<file path="src/hw/ahb_mem_defines.svh">
/* Build-time configuration of the AHB-Lite memory slave */

`ifndef AHB_MEM_DEFINES_SVH
`define AHB_MEM_DEFINES_SVH

// Memory size in bytes, must be a power of two
`define MEM_SIZE_BYTES 4096

// Byte address width inside the memory
`define MEM_ADDR_W 12

// Wait states per transfer, 0 to 3
`define MEM_WAIT_STATES 1

`endif

</file>
<file path="src/hw/ahb_mem_pkg.sv">
/* Shared types of the AHB-Lite memory slave
   Bus vectors and the controller states */
`default_nettype none

`include "ahb_mem_defines.svh"

package ahb_mem_pkg;

    // AHB byte address and data word
    typedef logic [31:0] haddr_t;
    typedef logic [31:0] word_t;

    // Word index into the RAM
    typedef logic [`MEM_ADDR_W-3:0] waddr_t;

    // Transfer size and type as on the bus
    typedef logic [2:0] hsize_t;
    typedef logic [1:0] htrans_t;

    typedef logic [3:0] bytemask_t;
    typedef logic [1:0] wait_cnt_t;

    typedef enum logic [1:0] {
        IDLE,
        DATA,
        ERR_FIRST,
        ERR_SECOND
    } ctrl_state_t;

endpackage

`default_nettype wire

</file>
<file path="src/hw/ahb_write_path.sv">
/* Write path of the memory slave, byte lanes, RAM addressing
   and forwarding of the last written word */
`default_nettype none

`include "ahb_mem_defines.svh"

module ahb_write_path
    import ahb_mem_pkg::*;
(
    input  wire          s_clk_i,
    input  wire          s_resetn_i,
    input  wire haddr_t  s_haddr_i,
    input  wire hsize_t  s_hsize_i,
    input  wire          s_hwrite_i,
    input  wire word_t   s_hwdata_i,
    input  wire          accept_i,
    input  wire          legal_i,
    input  wire          commit_i,
    input  wire word_t   ram_rdata_i,
    output waddr_t       ram_raddr_o,
    output waddr_t       ram_waddr_o,
    output bytemask_t    ram_be_o,
    output word_t        ram_wdata_o,
    output word_t        s_hrdata_o
);

    logic       s_capture;
    waddr_t     r_waddr;
    logic [1:0] r_lane;
    logic [1:0] r_size;
    logic       r_write;
    bytemask_t  s_lanes;
    logic       r_fwd_valid;
    waddr_t     r_fwd_waddr;
    word_t      r_fwd_data;
    word_t      s_merged;

    assign s_capture = accept_i & legal_i;

    // Attributes of the transfer in its data phase
    always_ff @(posedge s_clk_i) begin
        if (s_capture) begin
            r_waddr <= s_haddr_i[`MEM_ADDR_W-1:2];
            r_lane  <= s_haddr_i[1:0];
            r_size  <= s_hsize_i[1:0];
        end
    end

    always_ff @(posedge s_clk_i) begin
        if (!s_resetn_i) begin
            r_write <= 1'b0;
        end else if (s_capture) begin
            r_write <= s_hwrite_i;
        end
    end

    always_comb begin
        case (r_size)
            2'd0:    s_lanes = bytemask_t'(4'b0001 << r_lane);
            2'd1:    s_lanes = r_lane[1] ? 4'b1100 : 4'b0011;
            default: s_lanes = 4'b1111;
        endcase
    end

    assign ram_be_o    = (commit_i & r_write) ? s_lanes : '0;
    assign ram_waddr_o = r_waddr;
    assign ram_wdata_o = s_hwdata_i;

    // Read is issued in the address phase, then held on the data-phase word
    assign ram_raddr_o = accept_i ? s_haddr_i[`MEM_ADDR_W-1:2] : r_waddr;

    // RAM output lags a commit on the same edge, so serve the saved copy
    assign s_hrdata_o = (r_fwd_valid && (r_fwd_waddr == r_waddr)) ? r_fwd_data : ram_rdata_i;

    always_comb begin
        for (int i = 0; i < 4; i++) begin
            s_merged[i*8 +: 8] = ram_be_o[i] ? s_hwdata_i[i*8 +: 8] : s_hrdata_o[i*8 +: 8];
        end
    end

    always_ff @(posedge s_clk_i) begin
        if (!s_resetn_i) begin
            r_fwd_valid <= 1'b0;
        end else if (commit_i) begin
            r_fwd_valid <= 1'b1;
        end else if (s_capture) begin
            r_fwd_valid <= 1'b0;
        end
    end

    always_ff @(posedge s_clk_i) begin
        if (commit_i) begin
            r_fwd_waddr <= r_waddr;
            r_fwd_data  <= s_merged;
        end
    end

endmodule

`default_nettype wire

</file>
<file path="config.mk">
export PLATFORM = sky130hd
export DESIGN_NAME = ahb_write_path
export DESIGN_NICKNAME = d
export VERILOG_FILES = /design/src/hw/ahb_mem_pkg.sv /design/src/hw/ahb_write_path.sv
export VERILOG_INCLUDE_DIRS = /design/src /design/src/hw
export SDC_FILE = /design/constraint.sdc
export NUM_CORES = 1
export LEC_CHECK = 0
export BUFFER_PORTS_ARGS = -buffer_cell sky130_fd_sc_hd__buf_2
export CORE_MARGIN = 10
export CORE_UTILIZATION = 50
export DETAILED_ROUTE_END_ITERATION = 10
export GPL_TIMING_DRIVEN = 0
export PLACE_DENSITY_LB_ADDON = 0.08
export SETUP_SLACK_MARGIN = 0.05
export SYNTH_ARGS = -nofsm -noshare
export SYNTH_HDL_FRONTEND = slang
export SYNTH_SLANG_ARGS = --single-unit
</file>
<file path="constraint.sdc">
create_clock -name s_clk_i -period 4.5 [get_ports s_clk_i]
set_input_delay 0.45 -clock s_clk_i [delete_from_list [all_inputs] [get_ports s_clk_i]]
set_output_delay 0.45 -clock s_clk_i [all_outputs]
set_load 0.1 [all_outputs]
</file>
### Word level (Yosys, flattened, before mapping)

Index checks and enable logic that the tools add are counted.

* $add $sub $neg: 0
* multipliers: 0
* divide/modulo/power cells: 0
* $lt $le $gt $ge: 0
* eq/ne operators: 2
* shift-type cells: 1
* muxes and demuxes: 11
* bitwise operators: 2
* reductions and logical operators: 3

Operators with widths (number)
* $mux 32: 1
* $mux 8: 4
* $eq 10x10->1: 1
* $mux 10: 1
* $mux 4: 2
* $pmux 4 s2: 1
* $shl 1x2->4 const A: 1
* $and 1x1->1: 2
* $eq 2x1->1 const B: 1
* $logic_not 2->1: 1
* $mux 1: 2
* $reduce_bool 2->1: 1
* $logic_and 1x1->1: 1

* bits in registers: 58
* bits in latches: 0
* memory bits (writable): 0
* ROM bits: 0
* bits of input ports: 105
* output and inout port bits: 88
* memories kept: 0

### Longest topological paths before layout

* depth in word-level cells: 4
* depth in mapped cells: 6

### Worst setup path after synthesis

OpenSTA, ideal clock, no wires.

* path type: register -> output
* from: register r_waddr[2], in the netlist ram_waddr_o[2]
* to: output s_hrdata_o[22]
* arrival time: 2.577 ns
* path slack: 1.473 ns
* stages on the path, launching flop included: 7
* cells stage by stage: edfxtp_1 > xor2_1 > or3_1 > buf_6 > buf_12 > o31ai_4 > nand2_1

* longest elaborated chain between the ends: 3

RTL lines
* start, declared: line ahb_write_path.sv:28 `waddr_t r_waddr;`
* start signal, assigned: line ahb_write_path.sv:43 `` r_waddr <= s_haddr_i[`MEM_ADDR_W-1:2]; ``
* $eq 10x10->1: line ahb_write_path.sv:73 `assign s_hrdata_o = (r_fwd_valid && (r_fwd_waddr == r_waddr)) ? r_fwd_data : ram_rdata_i;`
* $logic_and 1x1->1: line ahb_write_path.sv:73
* $mux 32: line ahb_write_path.sv:73
* end, declared: line ahb_write_path.sv:24 `output word_t s_hrdata_o`

Every way passes these cells.

### Final worst setup path

* from: input commit_i
* to: output ram_be_o[3]

* longest elaborated chain between the ends: 2

RTL lines
* start, declared: line ahb_write_path.sv:18 `input wire commit_i,`
* $and 1x1->1: line ahb_write_path.sv:65 `assign ram_be_o = (commit_i & r_write) ? s_lanes : '0;`
* $mux 4: line ahb_write_path.sv:65
* end, declared: line ahb_write_path.sv:22 `output bytemask_t ram_be_o,`

Every way passes these cells.

==> reports/metrics.csv <==
stage,metric,value,unit
worst_setup_path,cp-end-kind,output port,
grt,grt_pass1_vias,3392,
sta,fin_crit,3300,ps
pwr,leakagePower,2.12,nW
sta,tightest_slew,1080,ps
placed_design,io_buffers,171,
clock_network,post_cts_buffers,0,
drt,ant_nets,0,
placed_design,place_area,0.00477,mm2
grt,antenna_found_initial,0,
clock_network,clk_pin_slew_worst_paths,70,ps
sta,worst_slack,1200,ps
grt,overflow,0,
pwr,p_per_area,359,mW/mm2
clock_network,clockRootBuffer,clkbuf_8,
worst_setup_path,critPathMaxFanout,46,
sta,report.final.slew_viol_count,0,
run,drv_cap,0,
drt,wl_per_cell,17.8,um
synthesis,syn_avg_cell_area,11.7,um2
floorplan,fp.dieW,107,um
sta,max_slew_margin,27.7,%
synthesis,synth_adder_area_share,0,%
worst_setup_path,cp_cell_sequence,buf_2 -> o211ai_1 -> or2_2 -> clkbuf_1 -> clkbuf_1 -> inv_1 -> buf_2,
layout,diodes,0,
synthesis,synthCells,323,
synthesis,synth_compound_area_share,23.0,%
layout,nNetsFinal,610,
clock_network,ctsHoldBuffers,0,
layout,area_delta_synth_final,31.6,%
clock_network,clk_path_buf_depth,2,
min_path,hp-class,input pin to register,
clock_network,clk_latency,330,ps
synthesis,synth_xor_area_share,2.31,%
synthesis,synthTopCellsByArea,"edfxtp_1, o31ai_4, buf_4",
floorplan,boundaryPins,193,
worst_setup_path,criticalPathCategory,input pin to output port,
synthesis,synth_seq_area_share,45.4,%
floorplan,rows,31,
drt,via_per_inst,5.32,
synthesis,synthMuxAreaShare,2.97,%
sta,holdWs,294,ps
synthesis,synth-seq-cells,58,
worst_setup_path,reg2reg_from,ram_waddr_o[3],
layout,final_area,0.00499,mm2
clock_network,numCtsBuffers,9,
synthesis,synth_top_family_by_area,compound AO/OA/AOI/OAI gates,
clock_network,htreeDepth,3,
synthesis,yosys_warnings,0,
grt,grt_start_max_net_pins,47,
worst_setup_path,critical_path_required,4050,ps
synthesis,yosysTopAreaCell,edfxtp_1,
synthesis,mappedNetlistArea,0.00379,mm2
drt,firstDrtPassIters,4,
drt,wl,10800,um
floorplan,dieArea,0.0115,mm2
sta,finalCritPeriodShare,73.2,%
grt,globalRouteTotalUtil,18.4,%
grt,grt_pass1_wl,16800,um
status,status,finished clean,
sta,setup_tns,0,ps
synthesis,synth_cell_type_count,28,
worst_setup_path,cpMaxStageDelayCell,buf_2,
clock_network,cts_sinks,58,
layout,layout_commonest_cell,buf_2,
clock_network,cts_tree,yes,
sta,setup_viol,0,
drt,drcViolationCount,0,
worst_setup_path,critPathMaxStageDelay,770,ps
synthesis,synth-simple-area-share,14.4,%
layout,drive_gt1_share,55.3,%
placed_design,dp_slack,1220,ps
layout,fin_util,68.0,%
sta,rsz0062_at_grt,no,
clock_network,ctsResizeCount,0,
worst_setup_path,crit_arrival,2850,ps
floorplan,core,0.00733,mm2
drt,vias,3240,
pwr,vdd_ir_drop_max,0.000223,V
floorplan,die-height,107,um
sta,max_freq,303,MHz
sta,clock_skew,7.07,ps
synthesis,yosys.area.top_type_share,44.4,%
min_path,worst_hold_startpoint,s_haddr_i[0],
placed_design,dp.final_hpwl,8590,um
layout,final_cell_mix,"buf_2, edfxtp_1, nand2_1, nand4_1, buf_4",
synthesis,synth_nets,428,
drt,drt_iter0_drc,164,
worst_setup_path,cp-startpoint,commit_i,
worst_setup_path,start_kind,input pin,
floorplan,start_util,51.7,%
sta,hold_viol,0,
placed_design,place.gp.congestion,0.801,
[final cells by class]
cell class / instances / area, um2
Buffer: 60 / 429
Clock buffer: 9 / 124
Clock inverter: 7 / 93.8
Fill cell: 606 / 2340
Inverter: 5 / 18.8
Multi-Input combinational cell: 200 / 1620
Sequential cell: 58 / 1720
Tap cell: 99 / 124
Timing Repair Buffer: 171 / 856
[critical path: cells and delay by family]
kind            cells  cell delay, ps
compound gates      1             210
simple gates        1             340
buf+inv             5            1770
[layer usage]
metal  vias up  GRT usage [%]  wire (um)
li1       1571              -          -
met1      1512           19.5       4150
met2       141           31.2       5380
met3        16           7.96       1130
met4         0           7.74        180
met5         -              0          0
[sequential cells by signal (all words and copies together), names as in the netlist]
signal	flops
r_size	2
ram_waddr_o	10
r_write	1
r_lane	2
r_fwd_data	32
r_fwd_valid	1
r_fwd_waddr	10
[Yosys cell counts]
cell      number
or3_1          1
buf_12         3
buf_2         16
and4_1         2
or3b_1         1
nor2_1        32
a31oi_1       32
nand4_1       35
mux2_2        10
inv_1          5
o211ai_1       1
nand4b_1       1
nor2b_1        1
nand2b_1       2
edfxtp_1      56
a21oi_1        1
dfxtp_1        2
nor3_1         2
o31ai_1        2
xor2_1         3
nand2_1       35
xnor2_1        7
o31ai_4       30
buf_4         34
or2_2          1
buf_6          1
clkbuf_1       6
a21boi_0       1
[worst paths after layout]
path,end,slack [ps],cells after the start
max,ram_be_o[3],1200,7
min,r_lane[0],290,1
max reg2reg,r_fwd_data[27],2430,5
min reg2reg,r_fwd_waddr[2],520,0
[where the power goes]
| part | switching, mW | internal (mW) |
|---|---|---|
| Sequential | 0.0156 | 0.632 |
| Clock | 0.216 | 0.310 |
| Combinational | 0.483 | 0.134 |
[cells by family after synthesis]
logic type / count (synthesis)
buf+inv: 65
simple gates: 113
compound gates: 67
xor+xnor: 10
flops: 58
mux: 10
[through the flow]
stage | instances | total power, mW
after floorplan | 323 | 1.15
after global placement | 593 | 1.27
after detailed placement | 593 | 1.28
after CTS | 609 | 1.81
after global routing | 609 | 1.86
final | 609 | 1.79
Note: power is estimated with default switching activity, not from simulation.
