$ cat config.mk
export PLATFORM = sky130hd
export DESIGN_NAME = ahb_mem_ctrl
export DESIGN_NICKNAME = d
export VERILOG_FILES = /design/src/hw/ahb_mem_pkg.sv /design/src/hw/ahb_mem_ctrl.sv
export VERILOG_INCLUDE_DIRS = /design/src /design/src/hw
export SDC_FILE = /design/constraint.sdc
export NUM_CORES = 1
export LEC_CHECK = 0
export BUFFER_PORTS_ARGS = -buffer_cell sky130_fd_sc_hd__buf_4
export CORE_AREA = 2 2 39 41
export DETAILED_ROUTE_END_ITERATION = 10
export DIE_AREA = 0 0 41 43
export GPL_TIMING_DRIVEN = 0
export HOLD_SLACK_MARGIN = 0.02
export SYNTH_ARGS = -nofsm -noshare
export SYNTH_HDL_FRONTEND = slang
export SYNTH_SLANG_ARGS = --single-unit
$ cat constraint.sdc
create_clock -name s_clk_i -period 2 [get_ports s_clk_i]
set_input_delay 0.4 -clock s_clk_i [delete_from_list [all_inputs] [get_ports s_clk_i]]
set_output_delay 0.4 -clock s_clk_i [all_outputs]
set_load 0.005 [all_outputs]
$ cat src/hw/ahb_mem_defines.svh
/* Build-time configuration of the AHB-Lite memory slave */

`ifndef AHB_MEM_DEFINES_SVH
`define AHB_MEM_DEFINES_SVH

// Memory size in bytes, must be a power of two
`define MEM_SIZE_BYTES 4096

// Byte address width inside the memory
`define MEM_ADDR_W 12

// Wait states per transfer, 0 to 3
`define MEM_WAIT_STATES 1

`endif

$ cat src/hw/ahb_mem_pkg.sv
/* Shared types of the AHB-Lite memory slave
   Bus vectors and the controller states */
`default_nettype none

`include "ahb_mem_defines.svh"

package ahb_mem_pkg;

    // AHB byte address and data word
    typedef logic [31:0] haddr_t;
    typedef logic [31:0] word_t;

    // Word index into the RAM
    typedef logic [`MEM_ADDR_W-3:0] waddr_t;

    // Transfer size and type as on the bus
    typedef logic [2:0] hsize_t;
    typedef logic [1:0] htrans_t;

    typedef logic [3:0] bytemask_t;
    typedef logic [1:0] wait_cnt_t;

    typedef enum logic [1:0] {
        IDLE,
        DATA,
        ERR_FIRST,
        ERR_SECOND
    } ctrl_state_t;

endpackage

`default_nettype wire

$ cat src/hw/ahb_mem_ctrl.sv
/* AHB-Lite slave controller, checks requests and runs the data phase
   and the two-cycle ERROR response */
`default_nettype none

`include "ahb_mem_defines.svh"

module ahb_mem_ctrl
    import ahb_mem_pkg::*;
(
    input  wire          s_clk_i,
    input  wire          s_resetn_i,
    input  wire haddr_t  s_haddr_i,
    input  wire hsize_t  s_hsize_i,
    input  wire htrans_t s_htrans_i,
    input  wire          s_hwrite_i,
    input  wire          s_hsel_i,
    input  wire          s_hready_i,
    input  wire          timer_done_i,
    output logic         accept_o,
    output logic         legal_o,
    output logic         timer_start_o,
    output logic         commit_o,
    output logic         s_hready_o,
    output logic         s_hresp_o
);

    ctrl_state_t r_state;
    ctrl_state_t s_next;
    logic        r_write;
    logic        s_in_range;
    logic        s_aligned;

    // NONSEQ and SEQ both have bit 1 set, BUSY counts as IDLE
    assign accept_o = s_hsel_i & s_htrans_i[1] & s_hready_i & s_hready_o;

    assign s_in_range = (s_haddr_i < haddr_t'(`MEM_SIZE_BYTES));

    // Sizes above a word are never aligned
    always_comb begin
        case (s_hsize_i)
            3'd0:    s_aligned = 1'b1;
            3'd1:    s_aligned = ~s_haddr_i[0];
            3'd2:    s_aligned = (s_haddr_i[1:0] == 2'b00);
            default: s_aligned = 1'b0;
        endcase
    end

    assign legal_o       = s_in_range & s_aligned;
    assign timer_start_o = accept_o & legal_o;

    // Bus response follows the state directly
    always_comb begin
        case (r_state)
            DATA: begin
                s_hready_o = timer_done_i;
                s_hresp_o  = 1'b0;
            end
            ERR_FIRST: begin
                s_hready_o = 1'b0;
                s_hresp_o  = 1'b1;
            end
            ERR_SECOND: begin
                s_hready_o = 1'b1;
                s_hresp_o  = 1'b1;
            end
            default: begin
                s_hready_o = 1'b1;
                s_hresp_o  = 1'b0;
            end
        endcase
    end

    always_comb begin
        s_next = r_state;
        if (accept_o) begin
            s_next = legal_o ? DATA : ERR_FIRST;
        end else begin
            case (r_state)
                DATA: begin
                    if (timer_done_i) begin
                        s_next = IDLE;
                    end
                end
                ERR_FIRST:  s_next = ERR_SECOND;
                default:    s_next = IDLE;
            endcase
        end
    end

    always_ff @(posedge s_clk_i) begin
        if (!s_resetn_i) begin
            r_state <= IDLE;
            r_write <= 1'b0;
        end else begin
            r_state <= s_next;
            if (accept_o) begin
                r_write <= s_hwrite_i & legal_o;
            end
        end
    end

    // Last data-phase cycle of a legal write
    assign commit_o = (r_state == DATA) & r_write & timer_done_i;

endmodule

`default_nettype wire

== Word level (Yosys, flattened, before mapping) ==
Cells that the tools add are included.

* Bits in registers: 3
* Bits of input ports: 43
* Output and inout port bits: 6

* $lt $le $gt $ge: 1
* Equality and inequality tests: 6
* Muxes and demuxes: 7
* Bitwise operators: 9
* Reduce and logical (&&, ||, !) cells: 3

{| class="wikitable"
|+ Operators by type and width
! operator !! number
|-
| $lt A32 B13 Y1 const B || 1
|-
| $and A1 B1 Y1 || 8
|-
| $mux W2 || 3
|-
| $eq A2 B2 Y1 const B || 2
|-
| $pmux W2 S2 || 1
|-
| $eq A3 B1 Y1 const B || 1
|-
| $eq A3 B2 Y1 const B || 1
|-
| $logic_not A3 Y1 || 1
|-
| $ne A3 B3 Y1 const B || 1
|-
| $pmux W1 S3 || 1
|-
| $eq A2 B1 Y1 const B || 1
|-
| $logic_not A2 Y1 || 1
|-
| $pmux W1 S2 || 1
|-
| $reduce_or A2 Y1 || 1
|-
| $mux W1 || 1
|-
| $not A1 Y1 || 1
|}

== Longest topological paths before layout ==
Gate-level depths: netlist (run 1).

* Depth after elaboration: 5
* Gate-level depth with buffers: 6
* Depth with buffers taken out: 6

== Worst setup path after synthesis (run 1) ==
OpenSTA, ideal clock, no wires.

* Path kind: input to output
* Start point: in s_haddr_i[15]
* End point: out timer_start_o
* Data arrival time: 1273 ps
* Required time: 1600 ps
* Slack: 327 ps
* Stages on the path: 4
* Buffers on the path: 0
* Cell sequence: nor4_2 nand4_1 or3_4 nor2_1

* Longest elaborated chain between the ends: 3

{| class="wikitable"
|+ RTL lines
! element !! RTL line !! text
|-
| start: declaration || ahb_mem_ctrl.sv:12 || <nowiki>input wire haddr_t s_haddr_i,</nowiki>
|-
| $lt A32 B13 Y1 || ahb_mem_ctrl.sv:36 || <nowiki>assign s_in_range = (s_haddr_i < haddr_t'(`MEM_SIZE_BYTES));</nowiki>
|-
| $and A1 B1 Y1 || ahb_mem_ctrl.sv:48 || <nowiki>assign legal_o = s_in_range & s_aligned;</nowiki>
|-
| $and A1 B1 Y1 || ahb_mem_ctrl.sv:49 || <nowiki>assign timer_start_o = accept_o & legal_o;</nowiki>
|-
| end: declaration || ahb_mem_ctrl.sv:21 || <nowiki>output logic timer_start_o,</nowiki>
|}

No other way between the ends.

== Worst setup path after layout (run 1) ==
* Start point: in s_haddr_i[26]
* End point: out timer_start_o

Same word-level chain as after synthesis.

==> key figures, run 1 <==
Status
  • Run status: finished clean

Timing
  • Tcrit/Tclk final: 0.945
  • Fin worst setup slack: 0.110 ns
  • Slew headroom: 0.844
  • Worst Max-Slew Pin Slew: 0.233 ns
  • Setup Viol. Count Final: 0
  • Setup_tns: 0 ns
  • Hold Fails Final Rpt: 0
  • Pins Over Slew Limit: 0
  • Final Skew: about 0.0022 ns
  • Fin crit period: 1.89 ns
  • RSZ-0062 raised after global routing: no
  • Fmax: 529 MHz

Drt
  • # DRC: 0
  • Initial DRC count: 2
  • Drt total wl: between 800 and 900 um
  • Via density per instance: 4.49
  • Final ANT Viol Nets: 0
  • Total number of vias: just over 400
  • Routed length per instance: 9.83 um
  • Drt first pass iters: 2

Global route
  • First-pass GRT wire length: ~1.4 mm
  • Total grt overflow: 0
  • Largest net degree at the start of global routing: 5
  • Vias in the first global route: 437
  • Total track usage: 0.117
  • Antenna violations before repair: 0

Clock tree
  • Root Buffer: clkbuf_4
  • Clock Sinks: 3
  • Number of buffers created by CTS: 3
  • H-Tree Depth: 1
  • Longest Clk Path Bufs: 2
  • Cts hold-fix bufs: 0
  • CTS tree: yes
  • Worst-Skew Late Latency: 0.23 ns
  • Clock-pin slew on the worst setup and hold paths: ~0.03 ns
  • Post-CTS Setup Bufs: 0

Synthesis
  • Top post-synthesis cells by area: dfxtp_1 24%, nor4_2 10%, nand2_1 7.5%
  • Adder-Cell Fraction of Synth Area: 0
  • Main combinational cell family by area after synthesis: simple AND/OR/NAND/NOR gates
  • Post-Synth Simple-Gate Area: 0.518
  • Sequential element share of the synthesized area: 0.241
  • Synth top area share: 0.241
  • Synth Area in Compound Gates: 0.131
  • Yosys warns: 0
  • Syn Nets: 76
  • Mux share of post-synthesis cell area: 0.0452
  • Synthesized area: 249 um2
  • Syn Inst Count: 33
  • #FFs+latches synth: 3
  • Syn_area_per_cell: 7.55 um2
  • Area leader, netlist: dfxtp_1
  • Xor/xnor share of the synthesized area: 0
  • Cell variety after synth: 20

Place
  • Place WS: 0.0331 ns
  • # port buffers: 37
  • Routability cong.: approximately 0.67
  • Dpl hpwl: approximately 790 um

Floorplan
  • Die Wd: 41 um
  • Row cnt: 14
  • Initial Util: 0.180
  • Top Ports: between 40 and 50
  • DIE HEIGHT: 43 um
  • Die area: about 1800 um2
  • Core Region: 1380 um2

Worst setup path
  • CP required: 1.60 ns
  • Critical-path top delay cell: or3_4
  • Crit end category: primary output
  • Critical path class: in2out
  • Most common cell on crit path: buf_4
  • Kind of start point of the critical path: input port
  • CP bufs+invs: 2
  • Critical path cell sequence: buf_4 > nor4_1 > nand2_1 > or3_4 > nor2_2 > buf_4
  • CP max FO: 4
  • Worst r2r src: r_state[0]
  • Critical Path AT: 1.49 ns
  • Worst setup path startpoint: s_haddr_i[26]
  • CP top delay family: simple AND/OR/NAND/NOR gates
  • CP peak stage delay: 0.42 ns

Power
  • Maximum VDD drop: 0.128 mV
  • Leak: 0.278 nW
  • Pwr/cell area: 411 nW/um2

Finish
  • Share of cells above drive strength 1: 0.676
  • Nets@finish: 118
  • N_diodes: 0
  • Filler cell count: 142
  • Area delta synth->final: 134%

Hold path
  • Worst Hold Launch: s_resetn_i
  • Hold Crit Class: in2reg

Flow run
  • Max-cap viol count: 0
-- worst reg2reg max path: cells and delay by family, from the launching register on --
family / cells / cell delay, ns
DFF: 1 / 0.36
muxes: 1 / 0.30
and+or+nand+nor: 3 / 0.28
buffers and inverters: 1 / 0.07
AOI/OAI and AO/OA: 1 / 0.05
-- placed cells by master (no fill, tap or decap) --
master    instances
nor2_2            1
nor4_2            3
nor3_1            2
nand4_1           1
mux2_2            1
dfxtp_1           3
buf_4            37
clkbuf_4          3
and3_2            1
a21oi_1           2
inv_1             2
clkbuf_1          2
nand2b_1          1
or3_4             1
a31oi_1           1
a211oi_1          1
and4b_1           1
nor4_1            1
nand2_1           5
a21oi_2           1
nand3_2           1
nor2_1            2
clkinv_2          1
-- cells by family after synthesis --
| group | count (synthesis) |
|---|---|
| AO/OA/AOI/OAI | 5 |
| buffers and inverters | 4 |
| AND/OR/NAND/NOR | 20 |
| multiplexers | 1 |
| flip-flops | 3 |
-- per-stage QoR --
stage	total power, mW	util	instances	cell area (um2)	hold slack (ns)
after floorplan	0.0795	-	33	249	0.436
after global placement	0.134	0.395	86	547	0.459
after detailed placement	0.135	0.395	86	547	0.469
after CTS	0.244	0.414	90	573	0.423
after global routing	0.253	0.420	90	582	0.442
final	0.239	0.420	90	582	0.427
-- metal layers --
layer / vias up / global-route usage / routed length, um
met1: 166 / 0.135 / 328
met3: 0 / 0.0262 / 143
li1: 203 / - / -
met2: 35 / 0.181 / 414
met4: 0 / 0.0800 / 0
met5: - / 0 / 0
-- path summary, 6_finish.rpt --
check | to | slack (ns) | cells after the start
max | timer_start_o | 0.11 | 6
max reg2reg | r_write | 0.83 | 6
min | r_write | 0.43 | 3
min reg2reg | r_write | 0.47 | 2
-- where the power goes --
part           switching, mW  internal (mW)  total (mW)
Sequential           0.00202         0.0623      0.0643
Clock                 0.0297         0.0747       0.104
Combinational         0.0205         0.0501      0.0706
Total                 0.0523          0.187       0.239
-- synthesized netlist by cell type --
| cell | n |
|---|---|
| nand3_2 | 1 |
| a21oi_1 | 2 |
| clkbuf_1 | 1 |
| nor2_1 | 3 |
| nand4_1 | 1 |
| nor3_1 | 2 |
| nand2b_1 | 1 |
| a211oi_1 | 1 |
| or3_4 | 1 |
| a31oi_1 | 1 |
| nor4_2 | 2 |
| clkinv_2 | 1 |
| nand2_1 | 5 |
| inv_1 | 2 |
| nor4_1 | 2 |
| dfxtp_1 | 3 |
| and4b_1 | 1 |
| mux2_2 | 1 |
| and3_2 | 1 |
| a21oi_2 | 1 |
-- timing repair --
action | CTS | global route
endpoints found under the hold margin | 0 | 0
resized for setup | 0 | 2
setup endpoints to repair | 0 | 2
-- flip-flops by register name (all words and copies together) (netlist names) --
signal	flops
r_state	2
r_write	1
-- area by class of cell --
class | instances | area (um2) | area share
Inverter | 3 | 12.5 | 0.0215
Sequential cell | 3 | 60.1 | 0.103
Buffer | 1 | 3.75 | 0.00645
Clock buffer | 4 | 26.3 | 0.0452
Multi-Input combinational cell | 26 | 181 | 0.312
Tap cell | 16 | 20.0 | 0.0344
Timing Repair Buffer | 37 | 278 | 0.477
Power figures use the tool's default switching activity.
==> run 2: changes to the inputs <==
clock period = 2.4 ns   (was 2 ns; I/O delays follow)
==> run 2 against run 1 <==
Critical path depth is the same. Clock skew is essentially flat. Hold slack gained 0.037 ns.
==> key figures, run 2 (synthesis gave the netlist of run 1 again) <==
Timing
  • Fin worst setup slack: 0.288 ns (+0.178 ns)
  • Setup Viol. Count Final: 0 (unchanged)
  • Hold WS: 0.465 ns (+0.0375 ns)
  • Fmax: 473 MHz
  • RSZ-0062 raised after global routing: no
  • Tcrit/Tclk final: 0.880
  • Hold Fails Final Rpt: 0 (unchanged)
  • Worst Max-Slew Pin Slew: 0.233 ns (+0.000567 ns)
  • Fin crit period: approximately 2.1 ns
  • Final Skew: 0.00246 ns (+0.000223 ns)
  • Slew headroom: 0.843 (about the same)
  • Pins Over Slew Limit: 0 (unchanged)
  • Setup_tns: 0 ns (unchanged)

Finish
  • Area delta synth->final: 130%
  • Filler cell count: 143 (+0.70%)
  • Most frequent cells in the layout: 37 x buf_4, 5 x nand2_1, 3 x nor2_1, 3 x clkbuf_4, 3 x dfxtp_1
  • Leading cell type in the layout, fill and taps excluded: buf_4
  • Largest reg by FF count: r_state
  • N_diodes: 0 (unchanged)
  • Utilization after layout: 0.414 (-0.00633)
  • Final Instance Area: 573 um2 (-1.5%)
  • Nets@finish: 118 (unchanged)
  • Layout Cells excl Fill: 90 (unchanged)
  • Max FFs per register: 2 (unchanged)
  • Share of cells above drive strength 1: 0.649 (-0.0270)
  • Top Registers: r_state x2, r_write x1

Global route
  • Antenna violations before repair: 0 (unchanged)
  • Vias in the first global route: 437 (unchanged)
  • First-pass GRT wire length: 1.43 mm (unchanged)
  • Total grt overflow: 0 (unchanged)
  • Total track usage: 0.117 (unchanged)
  • Largest net degree at the start of global routing: 5 (unchanged)

Clock tree
  • Clock-pin slew on the worst setup and hold paths: 0.03 ns (about the same)
  • Clock Sinks: 3 (unchanged)
  • Post_cts resized: 0 (unchanged)
  • Longest Clk Path Bufs: 2 (unchanged)
  • Worst-Skew Late Latency: 0.23 ns (about the same)
  • H-Tree Depth: 1 (unchanged)
  • Number of buffers created by CTS: 3 (unchanged)
  • Cts hold-fix bufs: 0 (unchanged)
  • CTS tree: yes
  • Post-CTS Setup Bufs: 0 (unchanged)
  • Root Buffer: clkbuf_4

Flow run
  • Max-cap viol count: 0 (unchanged)

Drt
  • Via density per instance: 4.52 (+0.74%)
  • Initial DRC count: 3 (+1)
  • Final ANT Viol Nets: 0 (unchanged)
  • Drt total wl: 876 um (-1.0%)
  • Total number of vias: 407 (+0.74%)
  • Routed length per instance: 9.73 um (-1.0%)
  • # DRC: 0 (unchanged)
  • Drt first pass iters: 2 (unchanged)

Worst setup path
  • Critical Path AT: 1.63 ns (+0.14 ns)
  • Most common cell on crit path: buf_4
  • Kind of start point of the critical path: input port
  • Critical-path top delay cell: or3_4
  • CP peak stage delay: 0.43 ns (about the same)
  • Path depth of the worst reg2reg path: 5 (-1)
  • Critical path cell sequence: buf_4 > nor4_1 > nand4_1 > or3_4 > nor2_1 > buf_4
  • Critical path class: in2out
  • CP max FO: 4 (unchanged)
  • Crit end category: primary output
  • CP required: 1.92 ns (+0.32 ns)

Power
  • Maximum VDD drop: 0.106 mV (-17%)
  • Gate power share: 0.292 (-0.003)
  • Sequential share of power: 0.270 (about the same)
  • Leak: 0.277 nW (-0.13%)
  • Internal power: 0.156 mW (-17%)
  • Pwr/cell area: 347 nW/um2 (-16%)
  • Switching share of power: 0.217 (-0.00180)
  • Switching power: 0.0430 mW (-18%)
  • Total Power: 0.199 mW (-17%)
  • Clk pwr share: 0.438 (+0.002)

Place
  • Place WS: 0.273 ns (+0.240 ns)
  • # port buffers: 37 (unchanged)
  • Dpl hpwl: 789 um (unchanged)
  • Placed Instances: 86 (unchanged)
  • Placed Area: 547 um2 (unchanged)
  • Routability cong.: 0.667 (unchanged)

Floorplan
  • DIE HEIGHT: 43 um (unchanged)
  • Initial Util: 0.180 (unchanged)
  • Top Ports: 49 (unchanged)
  • Die area: 1760 um2 (unchanged)
  • Core Region: 1380 um2 (unchanged)
  • Row cnt: 14 (unchanged)
  • Die Wd: 41 um (unchanged)

Hold path
  • Hold depth: 2 (-1)
  • Hold Crit Class: reg2reg

Status
  • Run status: finished clean
run 2: cell counts in the layout (fill, tap and decap cells not counted):
No cell type changed its count.
run 2: cell type report:
class	instances	area, um2	share of cell area
Multi-Input combinational cell	26	173	0.301
Buffer	1	3.75	0.00655
Timing Repair Buffer	37	278	0.485
Clock buffer	4	26.3	0.0459
Tap cell	16	20.0	0.0349
Sequential cell	3	60.1	0.105
Inverter	3	12.5	0.0218
run 2: power by group through the flow:
| stage | clock network (mW) | registers [mW] | logic [mW] |
|---|---|---|---|
| floorplan | 0 | 0.0538 | 0.0125 |
| CTS | 0.0909 | 0.0534 | 0.0588 |
| global placement | 0 | 0.0541 | 0.0577 |
| global route | 0.0928 | 0.0535 | 0.0637 |
| finish | 0.0871 | 0.0535 | 0.0580 |
| detailed placement | 0 | 0.0542 | 0.0586 |
run 2: final timing paths:
path,from,end,slack (ns)
worst min register to register,r_write,r_write,0.46
worst min-delay path,r_write,r_write,0.46
worst max register to register,r_state[1],r_write,1.26
worst max-delay path,s_haddr_i[23],timer_start_o,0.29
run 2: routing by layer:
layer,vias up,part of all wire,GRT usage
met3,0,0.16,0.0262
met4,0,0,0.0800
met1,168,0.37,0.135
li1,204,-,-
met5,-,0,0
met2,35,0.46,0.181
run 2: worst max-delay path: cells and delay by family:
kind / cells / cell delay, ns
buf+inv: 2 / 0.23
simple gates: 4 / 0.93
